<file path="src/design/videoPkg.sv">
// Display timing, coordinate and colour types shared by every block of the video path
`default_nettype none

package videoPkg;

    typedef logic [9:0] colPosT;    // Column count, one step per pixel clock
    typedef logic [9:0] rowPosT;
    typedef logic [5:0] colorT;     // Two bits each of red, green and blue

    ////////////////////////////////////////
    // 640x480 timing in pixel clocks and lines
    localparam colPosT H_ACTIVE = 10'd640;
    localparam colPosT H_FRONT  = 10'd16;
    localparam colPosT H_SYNC   = 10'd96;
    localparam colPosT H_TOTAL  = 10'd800;

    localparam rowPosT V_ACTIVE = 10'd480;
    localparam rowPosT V_FRONT  = 10'd10;
    localparam rowPosT V_SYNC   = 10'd2;
    localparam rowPosT V_TOTAL  = 10'd525;

    typedef struct packed {
        colPosT col;
        rowPosT row;
        logic   active;
        logic   hsync;      // Active low
        logic   vsync;      // Active low
        logic   frameStart;
    } scanT;

    typedef struct packed {
        colorT color;
        logic  hsync;
        logic  vsync;
    } videoT;

endpackage

`default_nettype wire
</file>
<file path="src/design/gamePkg.sv">
// Playfield layout, palette and sprite register map, imported by the game-specific blocks
`default_nettype none

package gamePkg;

    import videoPkg::*;

    ////////////////////////////////////////
    // Playfield layout in pixels
    localparam colPosT X_OFFSET_LEFT  = 10'd96;
    localparam colPosT X_OFFSET_RIGHT = 10'd544;
    localparam colPosT BLOCKSIZE      = 10'd32;
    localparam colPosT FROG_SIZE      = 10'd32;
    localparam colPosT FROG_CORNER    = 10'd4;

    // Strip boundaries, all inclusive
    localparam rowPosT GOAL_BOTTOM   = rowPosT'(1 * BLOCKSIZE);
    localparam rowPosT RIVER_TOP     = rowPosT'(1 * BLOCKSIZE);
    localparam rowPosT RIVER_BOTTOM  = rowPosT'(7 * BLOCKSIZE);
    localparam rowPosT GRASS1_BOTTOM = rowPosT'(8 * BLOCKSIZE);
    localparam rowPosT GRASS2_TOP    = rowPosT'(14 * BLOCKSIZE);
    localparam rowPosT GRASS2_BOTTOM = rowPosT'(15 * BLOCKSIZE);

    ////////////////////////////////////////
    // Palette
    localparam colorT BLACK      = 6'b000000;
    localparam colorT BLUE1      = 6'b000011;
    localparam colorT RED0       = 6'b010000;
    localparam colorT RED1       = 6'b010001;
    localparam colorT ENDAREA0   = 6'b001000;
    localparam colorT ENDAREA1   = 6'b001001;
    localparam colorT ENDAREA2   = 6'b011000;
    localparam colorT ENDAREA3   = 6'b110001;
    localparam colorT ENDAREA4   = 6'b011110;
    localparam colorT FROG_GREEN = 6'b001100;
    localparam colorT FROG_EYE   = 6'b111111;

    ////////////////////////////////////////
    // Sprite register map
    typedef logic [1:0]  wbAdrT;
    typedef logic [15:0] wbDataT;

    localparam wbAdrT ADDR_FROG_X = 2'd0;
    localparam wbAdrT ADDR_FROG_Y = 2'd1;
    localparam wbAdrT ADDR_CTRL   = 2'd2;

    typedef struct packed {
        colPosT x;      // Top-left corner of the sprite box
        rowPosT y;
        logic   enable;
    } frogT;

endpackage

`default_nettype wire

</file>
<file path="src/design/gameVideo.sv">
// Top of the game video path, with the Wishbone sprite registers on the host side and VGA out
`timescale 1ns/10ps
`default_nettype none

module gameVideo
    import videoPkg::*;
    import gamePkg::*;
(
    input  wire    clk,
    input  wire    reset,
    input  wire    wbCyc,
    input  wire    wbStb,
    input  wire    wbWe,
    input  wbAdrT  wbAdr,
    input  wbDataT wbDatW,
    output wbDataT wbDatR,
    output logic   wbAck,
    output colorT  color,
    output logic   hsync,
    output logic   vsync
);

    scanT  scan;
    frogT  frog;
    colorT bgColor;
    logic  frogHit;
    colorT frogColor;
    videoT video;

    vgaTiming vgaTiming_i (
        .clk   (clk),
        .reset (reset),
        .scan  (scan)
    );

    spriteRegs spriteRegs_i (
        .clk        (clk),
        .reset      (reset),
        .wbCyc      (wbCyc),
        .wbStb      (wbStb),
        .wbWe       (wbWe),
        .wbAdr      (wbAdr),
        .wbDatW     (wbDatW),
        .wbDatR     (wbDatR),
        .wbAck      (wbAck),
        .frameStart (scan.frameStart),
        .frog       (frog)
    );

    background background_i (
        .scan  (scan),
        .color (bgColor)
    );

    frogSprite frogSprite_i (
        .scan      (scan),
        .frog      (frog),
        .frogHit   (frogHit),
        .frogColor (frogColor)
    );

    pixelOutput pixelOutput_i (
        .clk       (clk),
        .reset     (reset),
        .scan      (scan),
        .bgColor   (bgColor),
        .frogHit   (frogHit),
        .frogColor (frogColor),
        .video     (video)
    );

    assign color = video.color;
    assign hsync = video.hsync;
    assign vsync = video.vsync;

endmodule

`default_nettype wire

</file>
<file path="src/design/pixelOutput.sv">
// Output stage that merges sprite over background, blanks and registers colour with the syncs
`timescale 1ns/10ps
`default_nettype none

module pixelOutput
    import videoPkg::*;
    import gamePkg::*;
(
    input  wire   clk,
    input  wire   reset,
    input  scanT  scan,
    input  colorT bgColor,
    input  wire   frogHit,
    input  colorT frogColor,
    output videoT video
);

    colorT pixelColor;

    always_comb begin
        if (!scan.active)
            pixelColor = BLACK;         // Blanking also clips the sprite
        else if (frogHit)
            pixelColor = frogColor;
        else
            pixelColor = bgColor;
    end

    // Colour and syncs share one register so they leave aligned
    always_ff @(posedge clk) begin
        if (reset)
            video <= '{color: BLACK, hsync: 1'b1, vsync: 1'b1};
        else
            video <= '{color: pixelColor, hsync: scan.hsync, vsync: scan.vsync};
    end

endmodule

`default_nettype wire

</file>
<file path="src/design/frogSprite.sv">
// Frog sprite hit test and colour for the current scan point, with transparent corners
`timescale 1ns/10ps
`default_nettype none

module frogSprite
    import videoPkg::*;
    import gamePkg::*;
(
    input  scanT  scan,
    input  frogT  frog,
    output logic  frogHit,
    output colorT frogColor
);

    colPosT localCol;
    rowPosT localRow;
    logic   inBox;
    logic   edgeCol;
    logic   edgeRow;
    logic   eyeRow;
    logic   eyeCol;

    // No wrap in the differences once the scan is past the corner
    assign localCol = scan.col - frog.x;
    assign localRow = scan.row - frog.y;

    assign inBox = (scan.col >= frog.x) && (localCol < FROG_SIZE) &&
                   (scan.row >= frog.y) && (localRow < FROG_SIZE);

    assign edgeCol = (localCol < FROG_CORNER) || (localCol >= FROG_SIZE - FROG_CORNER);
    assign edgeRow = (localRow < FROG_CORNER) || (localRow >= FROG_SIZE - FROG_CORNER);

    ////////////////////////////////////////
    // Eyes sit one corner-width in from each side
    assign eyeRow = (localRow >= FROG_CORNER) && (localRow < 2 * FROG_CORNER);
    assign eyeCol = ((localCol >= FROG_CORNER) && (localCol < 2 * FROG_CORNER)) ||
                    ((localCol >= FROG_SIZE - 2 * FROG_CORNER) &&
                     (localCol <  FROG_SIZE - FROG_CORNER));

    assign frogHit   = frog.enable && inBox && !(edgeCol && edgeRow);
    assign frogColor = (eyeRow && eyeCol) ? FROG_EYE : FROG_GREEN;

endmodule

`default_nettype wire

</file>
<file path="src/design/background.sv">
// Combinational playfield painter for the goal, river and grass strips with XOR tile patterns
`timescale 1ns/10ps
`default_nettype none

module background
    import videoPkg::*;
    import gamePkg::*;
(
    input  scanT  scan,
    output colorT color
);

    logic       inBand;
    logic       goal;
    logic       river;
    logic       grass;
    logic [7:0] tileX;      // 4x4 tile coordinates
    logic [7:0] tileY;
    logic [2:0] pattern;

    assign tileX = scan.col[9:2];
    assign tileY = scan.row[9:2];

    // Cheap pseudorandom texture from scrambled tile bits
    assign pattern[0] = tileX[2] ^ tileY[1];
    assign pattern[1] = tileX[1] ^ tileY[2];
    assign pattern[2] = tileX[0] ^ tileY[0];

    assign inBand = (scan.col >= X_OFFSET_LEFT) && (scan.col <= X_OFFSET_RIGHT);

    assign goal  = inBand && (scan.row <= GOAL_BOTTOM);
    assign river = inBand && (scan.row >= RIVER_TOP) && (scan.row <= RIVER_BOTTOM);
    assign grass = inBand &&
                   (((scan.row >= RIVER_BOTTOM) && (scan.row <= GRASS1_BOTTOM)) ||
                    ((scan.row >= GRASS2_TOP)   && (scan.row <= GRASS2_BOTTOM)));

    always_comb begin
        color = BLACK;
        if (goal) begin     // Checked first, so row 32 belongs to the goal
            case (pattern)
                3'd0:       color = ENDAREA0;
                3'd1:       color = ENDAREA1;
                3'd2:       color = ENDAREA2;
                3'd3:       color = ENDAREA3;
                3'd4:       color = ENDAREA4;
                3'd5, 3'd6: color = ENDAREA0;
                default:    color = ENDAREA3;
            endcase
        end else if (river) begin
            color = BLUE1;
        end else if (grass) begin
            case (pattern)
                3'd1, 3'd3: color = RED1;
                3'd5, 3'd2: color = RED0;
                default:    color = BLACK;
            endcase
        end
    end

endmodule

`default_nettype wire

</file>
<file path="src/design/spriteRegs.sv">
// Wishbone classic register block for the frog sprite, with shadow copies taken at frame start
`timescale 1ns/10ps
`default_nettype none

module spriteRegs
    import videoPkg::*;
    import gamePkg::*;
(
    input  wire    clk,
    input  wire    reset,
    input  wire    wbCyc,
    input  wire    wbStb,
    input  wire    wbWe,
    input  wbAdrT  wbAdr,
    input  wbDataT wbDatW,
    output wbDataT wbDatR,
    output logic   wbAck,
    input  wire    frameStart,
    output frogT   frog
);

    colPosT hostX;
    rowPosT hostY;
    logic   hostEnable;
    logic   take;

    // A new access is taken only while no ack is pending
    assign take = wbCyc && wbStb && !wbAck;

    always_ff @(posedge clk) begin
        if (reset) begin
            wbAck      <= 1'b0;
            hostX      <= '0;
            hostY      <= '0;
            hostEnable <= 1'b0;
            frog       <= '0;
        end else begin
            wbAck <= take;
            if (take && wbWe) begin
                case (wbAdr)
                    ADDR_FROG_X: hostX      <= wbDatW[9:0];
                    ADDR_FROG_Y: hostY      <= wbDatW[9:0];
                    ADDR_CTRL:   hostEnable <= wbDatW[0];
                    default: ;
                endcase
            end
            if (frameStart)
                frog <= '{x: hostX, y: hostY, enable: hostEnable};   // Screen sees it next frame
        end
    end

    // Master holds the address through the ack cycle
    always_comb begin
        case (wbAdr)
            ADDR_FROG_X: wbDatR = wbDataT'(hostX);
            ADDR_FROG_Y: wbDatR = wbDataT'(hostY);
            ADDR_CTRL:   wbDatR = wbDataT'(hostEnable);
            default:     wbDatR = '0;
        endcase
    end

endmodule

`default_nettype wire

</file>
<file path="src/design/vgaTiming.sv">
// Scan generator that walks the 800x525 raster and presents one registered scan point per clock
`timescale 1ns/10ps
`default_nettype none

module vgaTiming
    import videoPkg::*;
(
    input  wire  clk,
    input  wire  reset,
    output scanT scan
);

    colPosT colCnt;     // Position presented on the next clock
    rowPosT rowCnt;
    logic   lastCol;
    logic   lastRow;
    logic   inHSync;
    logic   inVSync;

    assign lastCol = (colCnt == H_TOTAL - colPosT'(1));
    assign lastRow = (rowCnt == V_TOTAL - rowPosT'(1));

    assign inHSync = (colCnt >= H_ACTIVE + H_FRONT) &&
                     (colCnt <  H_ACTIVE + H_FRONT + H_SYNC);
    assign inVSync = (rowCnt >= V_ACTIVE + V_FRONT) &&
                     (rowCnt <  V_ACTIVE + V_FRONT + V_SYNC);

    always_ff @(posedge clk) begin
        if (reset) begin
            colCnt <= '0;
            rowCnt <= '0;
            scan   <= '{col: '0, row: '0, active: 1'b0,
                        hsync: 1'b1, vsync: 1'b1, frameStart: 1'b0};
        end else begin
            scan.col        <= colCnt;
            scan.row        <= rowCnt;
            scan.active     <= (colCnt < H_ACTIVE) && (rowCnt < V_ACTIVE);
            scan.hsync      <= !inHSync;
            scan.vsync      <= !inVSync;
            scan.frameStart <= (colCnt == '0) && (rowCnt == '0);

            if (lastCol) begin
                colCnt <= '0;
                rowCnt <= lastRow ? '0 : rowCnt + 1'b1;   // Row steps at the end of each line
            end else begin
                colCnt <= colCnt + 1'b1;
            end
        end
    end

endmodule

`default_nettype wire

</file>
<file path="config.mk">
export PLATFORM = sky130hd
export DESIGN_NAME = gameVideo
export DESIGN_NICKNAME = d
export VERILOG_FILES = /design/src/design/videoPkg.sv /design/src/design/gamePkg.sv /design/src/design/gameVideo.sv /design/src/design/pixelOutput.sv /design/src/design/frogSprite.sv /design/src/design/background.sv /design/src/design/spriteRegs.sv /design/src/design/vgaTiming.sv
export SDC_FILE = /design/constraint.sdc
export NUM_CORES = 1
export LEC_CHECK = 0
export BUFFER_PORTS_ARGS = -buffer_cell sky130_fd_sc_hd__buf_2
export CORE_MARGIN = 4
export CORE_UTILIZATION = 50
export DETAILED_ROUTE_END_ITERATION = 8
export PLACE_DENSITY = 0.66
export SYNTH_ARGS = -nofsm -noshare
export SYNTH_HDL_FRONTEND = slang
export SYNTH_SLANG_ARGS = --single-unit
</file>
<file path="constraint.sdc">
create_clock -name clk -period 3.03 [get_ports clk]
set_input_delay 0.303 -clock clk [delete_from_list [all_inputs] [get_ports clk]]
set_output_delay 0.303 -clock clk [all_outputs]
set_load 0.1 [all_outputs]
</file>
==> summary.txt, run 1 <==
Run status
  – Outcome: complete, no violations

Routing
  – Drt wl/cell: between 10 and 15 um
  – WL final: around 11,000 um
  – Post-route ant nets: 0
  – Initial DRC Count: roughly 170
  – Vias per cell: 5.427
  – Via count: 4,092
  – DRC viols: 0
  – DR pass1 iterations: 4

Cells and area
  – Design area: around 5600 um2
  – N_diodes: 0
  – Area growth syn-to-layout: 9.855%
  – Final core occ: 0.5684
  – Fin nets: approximately 670
  – Share of layout cells above drive strength 1: 0.1208

Worst setup path
  – CP required: between 3 and 4 ns
  – Worst-path cell chain: inv_1 > ha_1 > and4_1 > nand2_1 > a21oi_1 > o21ai_0 > a221oi_4 > o2111ai_4 > a211o_1 > nand2_1
  – CP Class: flop to flop
  – Worst EP arrival: approximately 3 ns
  – Worst reg2reg path startpoint: spriteRegs_i.frog[5]$_SDFFE_PP0P_
  – Worst path bufs/invs: 1
  – Cell family with most CP delay: compound AO/OA/AOI/OAI gates
  – Reg2Reg Depth: 10
  – CP Capture Point: pixelOutput_i.video[7]$_SDFF_PP0_
  – Crit end category: flop
  – Max incr delay on CP: around 0.5 ns
  – FF-to-FF setup slack: between 0.3 and 0.4 ns
  – WP depth: 10
  – Critical path's slowest cell: ha_1
  – R2R Path End: pixelOutput_i.video[7]$_SDFF_PP0_
  – Crit-path max FO: 11
  – CP startpoint: spriteRegs_i.frog[5]$_SDFFE_PP0P_
  – Most frequent CP cell: nand2_1
  – Crit path launch type: flop

Synth
  – Mapped Area: about 5100 um2
  – Sequential element share of the synthesized area: 0.3726
  – Cell count after synthesis: between 500 and 600
  – Synth top area share: 0.3726
  – Synth warnings: 0
  – Most frequent cells after synthesis: 95 x dfxtp_1, 94 x nor2_1, 52 x mux2i_1, 38 x inv_1, 31 x nand2_1
  – Synth unique cells: slightly above 70
  – Asr flop ratio synth: 0
  – Synth Flop Type: dfxtp_1
  – EDFF count, synth: 0
  – Count leader, synth: dfxtp_1
  – Ranking of synthesized cells by area: dfxtp_1 37%, mux2i_1 10%, nor2_1 6.9%
  – Post-synth top area cell: dfxtp_1
  – FF+latch count, synth: 95
  – Syn_area_per_cell: 8.650 um2

Placed design
  – Placer Congestion: 0.9034
  – Detailed Place HPWL: about 8400 um
  – PortBufs: 35
  – DP Area: about 5400 um2

GRT
  – Gr ovfl total: 0
  – Vias in the first global route: between 4,000 and 5,000
  – GRT Total Usage: 0.2044
  – First-pass GRT wire length: ~19,000 um
  – Initial antenna violation count: 0
  – Largest net degree at the start of global routing: 74

Timing
  – Final Hold Vio Count: 0
  – Period minus WS final: between 2 and 3 ns
  – F_max: between 0.3 and 0.4 GHz
  – Max_slew headroom: 0.5333
  – TNS Setup: 0 ns
  – Final-report max-slew violation count: 0
  – Final period utilization: 0.8924
  – Least-Margin Pin Slew: about 0.7 ns
  – Setup-failing EPs final: 0
  – Post-Route Skew: 0.007936 ns
  – RSZ-0062 raised after global routing: false

Pwr
  – Static Leak: 2.264 nW
  – Power, Total: between 2 and 2.5 mW
  – Peak VDD IR: 287.6 uV
  – PwrDens: between 400 and 500 nW/um2

CTS
  – Total CTS buffers: 9
  – Root buf cell: clkbuf_8
  – CTS Hold Bufs: 0
  – # resized after CTS: 0
  – # clock sinks: between 90 and 100
  – Setup bufs post-CTS: 0
  – CTS tree: done
  – Worst-path clk slew: 0.09 ns
  – Clk buf depth: 2
  – Skew-Pair Late Insertion Delay: between 0.3 and 0.4 ns
  – H-tree depth: 3

Die
  – # IOs: 48
  – Die Height: 109.0 um
  – FP Rows: 36
  – Die area: around 12,000 um2
  – Initial Util: 0.5174
  – Core Region: 9864 um2
  – Die X: approximately 110 um

Min path
  – Worst Hold Class: primary input to flop

Job
  – Max Cap Viol: 0
-- metrics by stage --
step	hold WS [ns]	instances	setup WS (ns)
after floorplan	0.3895	595	0.06564
after global placement	0.3907	739	0.3875
after detailed placement	0.3940	739	0.3352
after CTS	0.1713	754	0.3100
after global routing	0.1800	754	0.09417
final	0.1869	754	0.3261
-- where the power goes --
group / internal, mW / switching [mW]
registers: 1.26 / 0.0103
clock network: 0.547 / 0.429
logic: 0.0720 / 0.145
total: 1.88 / 0.584
-- area by class of cell --
class                   instances  area (um2)
fillers                       897        4258
well taps                     133       166.4
clock buffers                  10       127.6
flip-flops and latches         95        1902
multi-input cells             431        2938
repair buffers                 41       220.2
inverters                      39       146.4
clock inverters                 5       106.4
-- cell usage in the layout, fill, tap and decap left out, drive strengths merged, types with 5 or more instances in the layout --
cell type  synthesis  final
clkbuf            14     10
and3               6      6
o211ai             5      5
nor4               6      6
nand2b             5      5
a21oi             23     23
or4                5      5
dfxtp             95     95
conb               1      6
xor2              13     13
nand4             14     14
nor3b              5      5
ha                24     24
a211oi             8      8
nor3              13     13
or3                8      8
nor2              95     95
nor2b             19     19
nand3             16     16
buf               16     41
nand2             31     31
mux2i             52     52
inv               39     40
and2               5      5
o21ai             17     17
xnor2              9      9
-- worst min-delay path by stage --
stage / from / end / slack [ns] / cells after the start
after CTS: wbDatW[6] / spriteRegs_i.hostY[6]$_SDFFE_PP0P_ / 0.17 / 3
after global placement: vgaTiming_i.scan[1]$_SDFF_PP1_ / pixelOutput_i.video[0]$_SDFF_PP1_ / 0.39 / 1
final: wbDatW[6] / spriteRegs_i.hostY[6]$_SDFFE_PP0P_ / 0.19 / 3
after detailed placement: vgaTiming_i.scan[1]$_SDFF_PP1_ / pixelOutput_i.video[0]$_SDFF_PP1_ / 0.39 / 1
after global routing: wbDatW[2] / spriteRegs_i.hostY[2]$_SDFFE_PP0P_ / 0.18 / 3
after floorplan: vgaTiming_i.scan[1]$_SDFF_PP1_ / pixelOutput_i.video[0]$_SDFF_PP1_ / 0.39 / 1
-- registers in the layout, summed over array words and instances (netlist names) --
register,cells
vgaTiming_i.scan,24
spriteRegs_i.frog,21
vgaTiming_i.rowCnt,10
spriteRegs_i.wbAck,1
spriteRegs_i.hostX,10
pixelOutput_i.video,8
vgaTiming_i.colCnt,10
spriteRegs_i.hostEnable,1
spriteRegs_i.hostY,10
-- routing by layer --
layer  track usage  wire, um  share of wire
met5             0         0              0
met4       0.09017       308          0.028
met3       0.03612       413          0.038
met2        0.3285      5094           0.46
met1        0.2684      5151           0.47
-- cells by family (layout without fill, tap and decap cells) --
logic type / after synthesis / count (layout) / synth area share
buf+inv: 69 / 95 / 0.05736
xor+xnor: 22 / 22 / 0.03776
other cells: 1 / 6 / 0.0007348
mux: 53 / 53 / 0.1042
compound gates: 82 / 82 / 0.1177
flops: 95 / 95 / 0.3726
fa+ha+maj: 25 / 25 / 0.06276
simple gates: 243 / 243 / 0.2469
-- worst reg2reg max path, cell delays in order, from the launching register on --
cell	delay (ns)
dfxtp_1	0.34
inv_1	0.07
ha_1	0.49
and4_1	0.31
nand2_1	0.07
a21oi_1	0.24
o21ai_0	0.19
a221oi_4	0.35
o2111ai_4	0.21
a211o_1	0.32
nand2_1	0.07
(Power assumes the default switching activity.)
==> run 2, diff against run 1 <==
==> constraint.sdc (replaced) <==
create_clock -name clk -period 3.3 [get_ports clk]
set_input_delay 0.33 -clock clk [delete_from_list [all_inputs] [get_ports clk]]
set_output_delay 0.33 -clock clk [all_outputs]
set_load 0.1 [all_outputs]
==> run 2 against run 1 <==
Compared with the run above:
- non-clock buffer count shrank 4
- worst setup slack gained 0.23 ns
- register-to-register slack gained 0.23 ns
- critical endpoint unchanged
- largest cell class unchanged
- worst hold slack gained 0.015 ns
- design area shrank 1.4%
- critical path depth shrank 1
==> summary.txt, run 2 (synthesis results as in run 1) <==
Run status
  – Outcome: complete, no violations

Min path
  – Hold Path Depth: 3
  – Hold EP: spriteRegs_i.wbAck$_SDFF_PP0_
  – Worst Hold Class: primary input to flop
  – Hold wc startpoint: wbStb

Cells and area
  – Share of layout cells above drive strength 1: 0.1181
  – Max reg flops: 24
  – Fill cell count: a little over 900
  – Fin nets: 661
  – Commonest non-fill, non-tap cell in the layout: dfxtp_1
  – Largest register by flop count: vgaTiming_i.scan
  – Largest registers: vgaTiming_i.scan (24), spriteRegs_i.frog (21)
  – Most frequent cells in the layout: 95 x dfxtp_1, 94 x nor2_1, 52 x mux2i_1, 38 x inv_1, 35 x buf_2
  – N_diodes: 0
  – Area growth syn-to-layout: 8.360%

GRT
  – First-pass GRT wire length: roughly 19,000 um
  – Initial antenna violation count: 0
  – Gr ovfl total: 0
  – Largest net degree at the start of global routing: 74
  – GRT Total Usage: 0.1994
  – Vias in the first global route: a little over 4,000

CTS
  – # clock sinks: 95
  – Root buf cell: clkbuf_8
  – Skew-Pair Late Insertion Delay: 0.36 ns
  – Clk buf depth: 2
  – H-tree depth: 3
  – CTS tree: done
  – CTS Hold Bufs: 0
  – Worst-path clk slew: 0.10 ns
  – Total CTS buffers: 9
  – # resized after CTS: 0
  – Setup bufs post-CTS: 0

Pwr
  – Static Leak: ~2.2 nW
  – Peak VDD IR: 218.6 uV
  – Power, Total: 2.090 mW
  – PwrDens: approximately 380 nW/um2

Timing
  – TNS Setup: 0 ns
  – Setup-failing EPs final: 0
  – Final period utilization: 0.8308
  – RSZ-0062 raised after global routing: false
  – Post-Route Skew: ~0.015 ns
  – Period minus WS final: 2.741 ns
  – Final-report max-slew violation count: 0
  – Max_slew headroom: 0.2316
  – Least-Margin Pin Slew: ~1.2 ns
  – F_max: between 0.3 and 0.4 GHz
  – Final Hold Vio Count: 0

Worst setup path
  – CP Class: flop to flop
  – Reg2Reg Depth: 9
  – Worst-path cell chain: inv_1 > ha_1 > o211ai_2 > and4b_1 > a311oi_1 > and4bb_1 > o2111ai_4 > a211o_1 > nand2_1
  – CP required: around 3.6 ns
  – Crit end category: flop
  – Cell family with most CP delay: compound AO/OA/AOI/OAI gates
  – Worst reg2reg path startpoint: spriteRegs_i.frog[4]$_SDFFE_PP0P_
  – Worst path bufs/invs: 1
  – Max incr delay on CP: 0.45 ns
  – Worst EP arrival: approximately 3.0 ns
  – R2R Path End: pixelOutput_i.video[7]$_SDFF_PP0_
  – FF-to-FF setup slack: about 0.56 ns
  – Crit path launch type: flop
  – Critical path's slowest cell: ha_1
  – Crit-path max FO: 9

Placed design
  – Detailed Place HPWL: 8456 um
  – Placer Congestion: 0.9132
  – PortBufs: 35

Routing
  – Vias per cell: about 5.5
  – DR pass1 iterations: 5
  – Via count: 4,110
  – DRC viols: 0
  – WL final: between 10,000 and 15,000 um
  – Post-route ant nets: 0
  – Drt wl/cell: approximately 15 um
  – Initial DRC Count: ~200

Die
  – # IOs: 48
  – Die area: approximately 12,000 um2
  – Initial Util: 0.5174
  – Core Region: between 9000 and 10,000 um2
  – Die Height: around 110 um
  – FP Rows: 36
  – Die X: between 100 and 150 um

Job
  – Max Cap Viol: 0
[run 2: cell count changes in the layout (fill, tap and decap cells not counted)]
cell       delta
buf_4         -4
bufinv_16     -3
clkbuf_1      -1
clkbuf_8      +1
clkinv_2      +1
clkinv_4      +1
inv_6         +1
inv_8         +1
[run 2: per-stage QoR]
| stage | hold slack (ns) | utilization | area, um2 | setup WS (ns) | instances |
|---|---|---|---|---|---|
| 6_report | 0.2023 | 0.5606 | 5530 | 0.5585 | 751 |
| 3_3_place_gp | 0.3909 | 0.5416 | 5343 | 0.6130 | 735 |
| 4_1_cts | 0.1826 | 0.5606 | 5530 | 0.5271 | 751 |
| 2_1_floorplan | 0.3895 | - | 5122 | 0.2816 | 595 |
| 3_5_place_dp | 0.4017 | 0.5416 | 5343 | 0.5743 | 735 |
| 5_1_grt | 0.2096 | 0.5606 | 5530 | 0.3285 | 751 |
[run 2: worst register-to-register path: stages (launching register included)]
cell	delay (ns)
dfxtp_1	0.35
inv_1	0.07
ha_1	0.45
o211ai_2	0.22
and4b_1	0.24
a311oi_1	0.44
and4bb_1	0.33
o2111ai_4	0.18
a211o_1	0.32
nand2_1	0.07
[run 2: power breakdown]
group / total (mW) / internal (mW) / leakage (nW) / switching (mW)
clock network: 0.725 / 0.305 / 0.0952 / 0.420
registers: 1.18 / 1.16 / 0.767 / 0.0222
logic: 0.185 / 0.0655 / 1.36 / 0.120
total: 2.09 / 1.53 / 2.23 / 0.562
[run 2: cell type report]
| class | count | area (um2) | area share |
|---|---|---|---|
| Clock buffer | 10 | 137.6 | 0.02489 |
| Clock inverter | 6 | 50.05 | 0.009050 |
| Inverter | 39 | 146.4 | 0.02647 |
| Multi-Input combinational cell | 431 | 2938 | 0.5312 |
| Sequential cell | 95 | 1902 | 0.3439 |
| Tap cell | 133 | 166.4 | 0.03009 |
| Timing Repair Buffer | 37 | 190.2 | 0.03439 |
[run 2: worst max-delay path by stage]
stage,from,end,slack [ns],cells past startpoint
floorplan,wbAdr[0],wbDatR[0],0.28,3
global placement,spriteRegs_i.frog[4]$_SDFFE_PP0P_,pixelOutput_i.video[7]$_SDFF_PP0_,0.61,9
detailed placement,spriteRegs_i.frog[4]$_SDFFE_PP0P_,pixelOutput_i.video[7]$_SDFF_PP0_,0.57,9
CTS,spriteRegs_i.frog[4]$_SDFFE_PP0P_,pixelOutput_i.video[7]$_SDFF_PP0_,0.53,9
global route,spriteRegs_i.frog[11]$_SDFFE_PP0P_,pixelOutput_i.video[6]$_SDFF_PP0_,0.33,11
finish,spriteRegs_i.frog[4]$_SDFFE_PP0P_,pixelOutput_i.video[7]$_SDFF_PP0_,0.56,9
[run 2: metal layers]
metal | up-vias | part of all wire | GRT usage
li1 | 2099 | - | -
met1 | 1938 | 0.47 | 0.2655
met2 | 60 | 0.48 | 0.3268
met3 | 13 | 0.033 | 0.03020
met4 | 0 | 0.017 | 0.07394
met5 | - | 0 | 0
==> run 3, diff against run 2 <==
--- a/config.mk
+++ b/config.mk
@@ -9,7 +9,7 @@
 export CORE_MARGIN = 4
 export CORE_UTILIZATION = 50
 export DETAILED_ROUTE_END_ITERATION = 8
-export PLACE_DENSITY = 0.66
+export PLACE_DENSITY = 0.69
 export SYNTH_ARGS = -nofsm -noshare
 export SYNTH_HDL_FRONTEND = slang
 export SYNTH_SLANG_ARGS = --single-unit
==> constraint.sdc (replaced) <==
create_clock -name clk -period 2.32 [get_ports clk]
set_input_delay 0.232 -clock clk [delete_from_list [all_inputs] [get_ports clk]]
set_output_delay 0.232 -clock clk [all_outputs]
set_load 0.1 [all_outputs]
==> run 3 against run 2 <==
Compared with the run above:
- the run now ends with setup timing left
- fmax grew 12%
- largest cell class unchanged
- highest routed layer unchanged
- routed wire length grew 14%
- sequential cell count is the same
- clock power grew 49%
==> summary.txt, run 3 (synthesis results as in run 1) <==
Job
  – Max Cap Viol: 0

CTS
  – H-tree depth: 3
  – CTS tree: done
  – Worst-path clk slew: approximately 0.09 ns
  – Root buf cell: clkbuf_8
  – # clock sinks: 95
  – Clk buf depth: 2
  – Skew-Pair Late Insertion Delay: 0.36 ns
  – Total CTS buffers: 9

Cells and area
  – Area growth syn-to-layout: 25.08%
  – Post-Layout Cell Count: between 800 and 900
  – Most frequent cells in the layout: 85 x nor2_1, 82 x dfxtp_1, 65 x buf_4, 52 x mux2i_1, 35 x buf_2
  – Largest registers: vgaTiming_i.scan (24), spriteRegs_i.frog (21)
  – Final core occ: 0.6471
  – Fin nets: approximately 730
  – N_diodes: 0
  – Design area: 6384 um2
  – Largest register by flop count: vgaTiming_i.scan
  – Max reg flops: 24
  – Commonest non-fill, non-tap cell in the layout: nor2_1
  – Share of layout cells above drive strength 1: 0.2949

Routing
  – Initial DRC Count: 200
  – DR pass1 iterations: 4
  – WL final: between 10,000 and 15,000 um
  – DRC viols: 0
  – Vias per cell: ~5.4
  – Via count: 4,431
  – Post-route ant nets: 0
  – Drt wl/cell: 15.30 um

Placed design
  – Placed Instances: roughly 800
  – Detailed Place HPWL: a little over 9000 um
  – DP Area: slightly below 6000 um2
  – Placer Congestion: approximately 0.92
  – PortBufs: 35

Timing
  – Final-report max-slew violation count: 0
  – TNS Setup: -0.4704 ns
  – Final Hold Vio Count: 0
  – Period minus WS final: between 2 and 2.5 ns
  – Setup ws final: -0.1263 ns
  – Setup-failing EPs final: 4
  – Final period utilization: 1.054
  – Post-Route Skew: slightly above 0.009 ns
  – F_max: about 0.41 GHz
  – Max_slew headroom: 0.6662
  – RSZ-0062 raised after global routing: true
  – Least-Margin Pin Slew: around 0.5 ns

Worst setup path
  – Crit path launch type: flop
  – Crit end category: flop
  – Worst path bufs/invs: 2
  – Cell family with most CP delay: compound AO/OA/AOI/OAI gates
  – Critical path's slowest cell: dfxtp_1
  – CP Class: flop to flop
  – Worst EP arrival: roughly 2.8 ns
  – Worst-path cell chain: inv_2 > ha_4 > inv_1 > fa_2 > nand3_2 > and2_4 > o211ai_1 > o2111ai_1 > and4bb_1 > o2111ai_4 > a211o_1 > nand2_1
  – FF-to-FF setup slack: -0.13 ns
  – Max incr delay on CP: about 0.35 ns
  – CP required: around 2.6 ns
  – Crit-path max FO: 5

GRT
  – Vias in the first global route: ~4,200
  – Initial antenna violation count: 0
  – Gr ovfl total: 0
  – Largest net degree at the start of global routing: 54
  – First-pass GRT wire length: just over 20,000 um
  – GRT Total Usage: 0.2130

Run status
  – Outcome: complete, but fails checks
  – Failing checks: setup timing

Pwr
  – Peak VDD IR: 488.2 uV
  – Static Leak: about 2.6 nW
  – PwrDens: approximately 480 nW/um2

Die
  – FP Rows: 36
  – # IOs: 48
  – Die area: ~12,000 um2
  – Die Height: approximately 110 um
  – Core Region: 9864 um2
  – Initial Util: 0.5174
  – Die X: between 100 and 150 um

Min path
  – Worst Hold Class: primary input to flop
[run 3: worst register-to-register path: stages, from the launching register on]
cell and delay, ns:
dfxtp_1 0.35, inv_2 0.05, ha_4 0.17, inv_1 0.07, fa_2 0.21, nand3_2 0.11, and2_4 0.20, o211ai_1 0.19
o2111ai_1 0.15, and4bb_1 0.32, o2111ai_4 0.14, a211o_1 0.35, nand2_1 0.08
[run 3: cell type report]
class / count / area, um2
fillers: 815 / 3481
flip-flops and latches: 95 / 1918
multi-input cells: 431 / 3253
clock inverters: 3 / 42.54
inverters: 39 / 146.4
clock buffers: 13 / 148.9
well taps: 133 / 166.4
repair buffers: 104 / 708.2
[run 3: layer usage]
metal  routed length, um  track usage  up-vias
met4                 207      0.06222        0
met3                 423      0.03789       14
met5                   0            0        -
met2                6070       0.3614       78
li1                    -            -     2225
met1                5817       0.2765     2114
[run 3: final timing paths]
path	from	endpoint	depth (start not counted)
setup reg to reg	vgaTiming_i.scan[14]$_SDFF_PP0_	pixelOutput_i.video[3]$_SDFF_PP0_	12
hold / removal	wbDatW[5]	spriteRegs_i.hostX[5]$_SDFFE_PP0P_	3
setup / recovery	vgaTiming_i.scan[14]$_SDFF_PP0_	pixelOutput_i.video[3]$_SDFF_PP0_	12
hold reg to reg	vgaTiming_i.scan[1]$_SDFF_PP1_	pixelOutput_i.video[0]$_SDFF_PP1_	1
[run 3: per-stage QoR]
| stage | setup slack (ns) | hold WS (ns) | power (mW) |
|---|---|---|---|
| 2_1_floorplan | -0.1191 | 0.3749 | 1.936 |
| 3_3_place_gp | -0.1907 | 0.3961 | 2.002 |
| 3_5_place_dp | -0.2539 | 0.3983 | 2.008 |
| 4_1_cts | -0.1442 | 0.1160 | 3.080 |
| 5_1_grt | -0.2583 | 0.1222 | 3.190 |
| 6_report | -0.1263 | 0.1255 | 3.072 |
[run 3: power breakdown]
| group | total, mW | switching [mW] | internal (mW) |
|---|---|---|---|
| Clock | 1.08 | 0.549 | 0.528 |
| Combinational | 0.335 | 0.209 | 0.126 |
| Sequential | 1.66 | 0.0156 | 1.65 |
| Total | 3.07 | 0.773 | 2.30 |
[run 3: repair_timing]
| item | 4_1_cts | 5_1_grt |
|---|---|---|
| gates resized for setup | 29 | 40 |
| setup buffers | 2 | 1 |
| setup endpoints to repair | 6 | 6 |
| pin swaps | 13 | 24 |
| hold buffers | 0 | 0 |
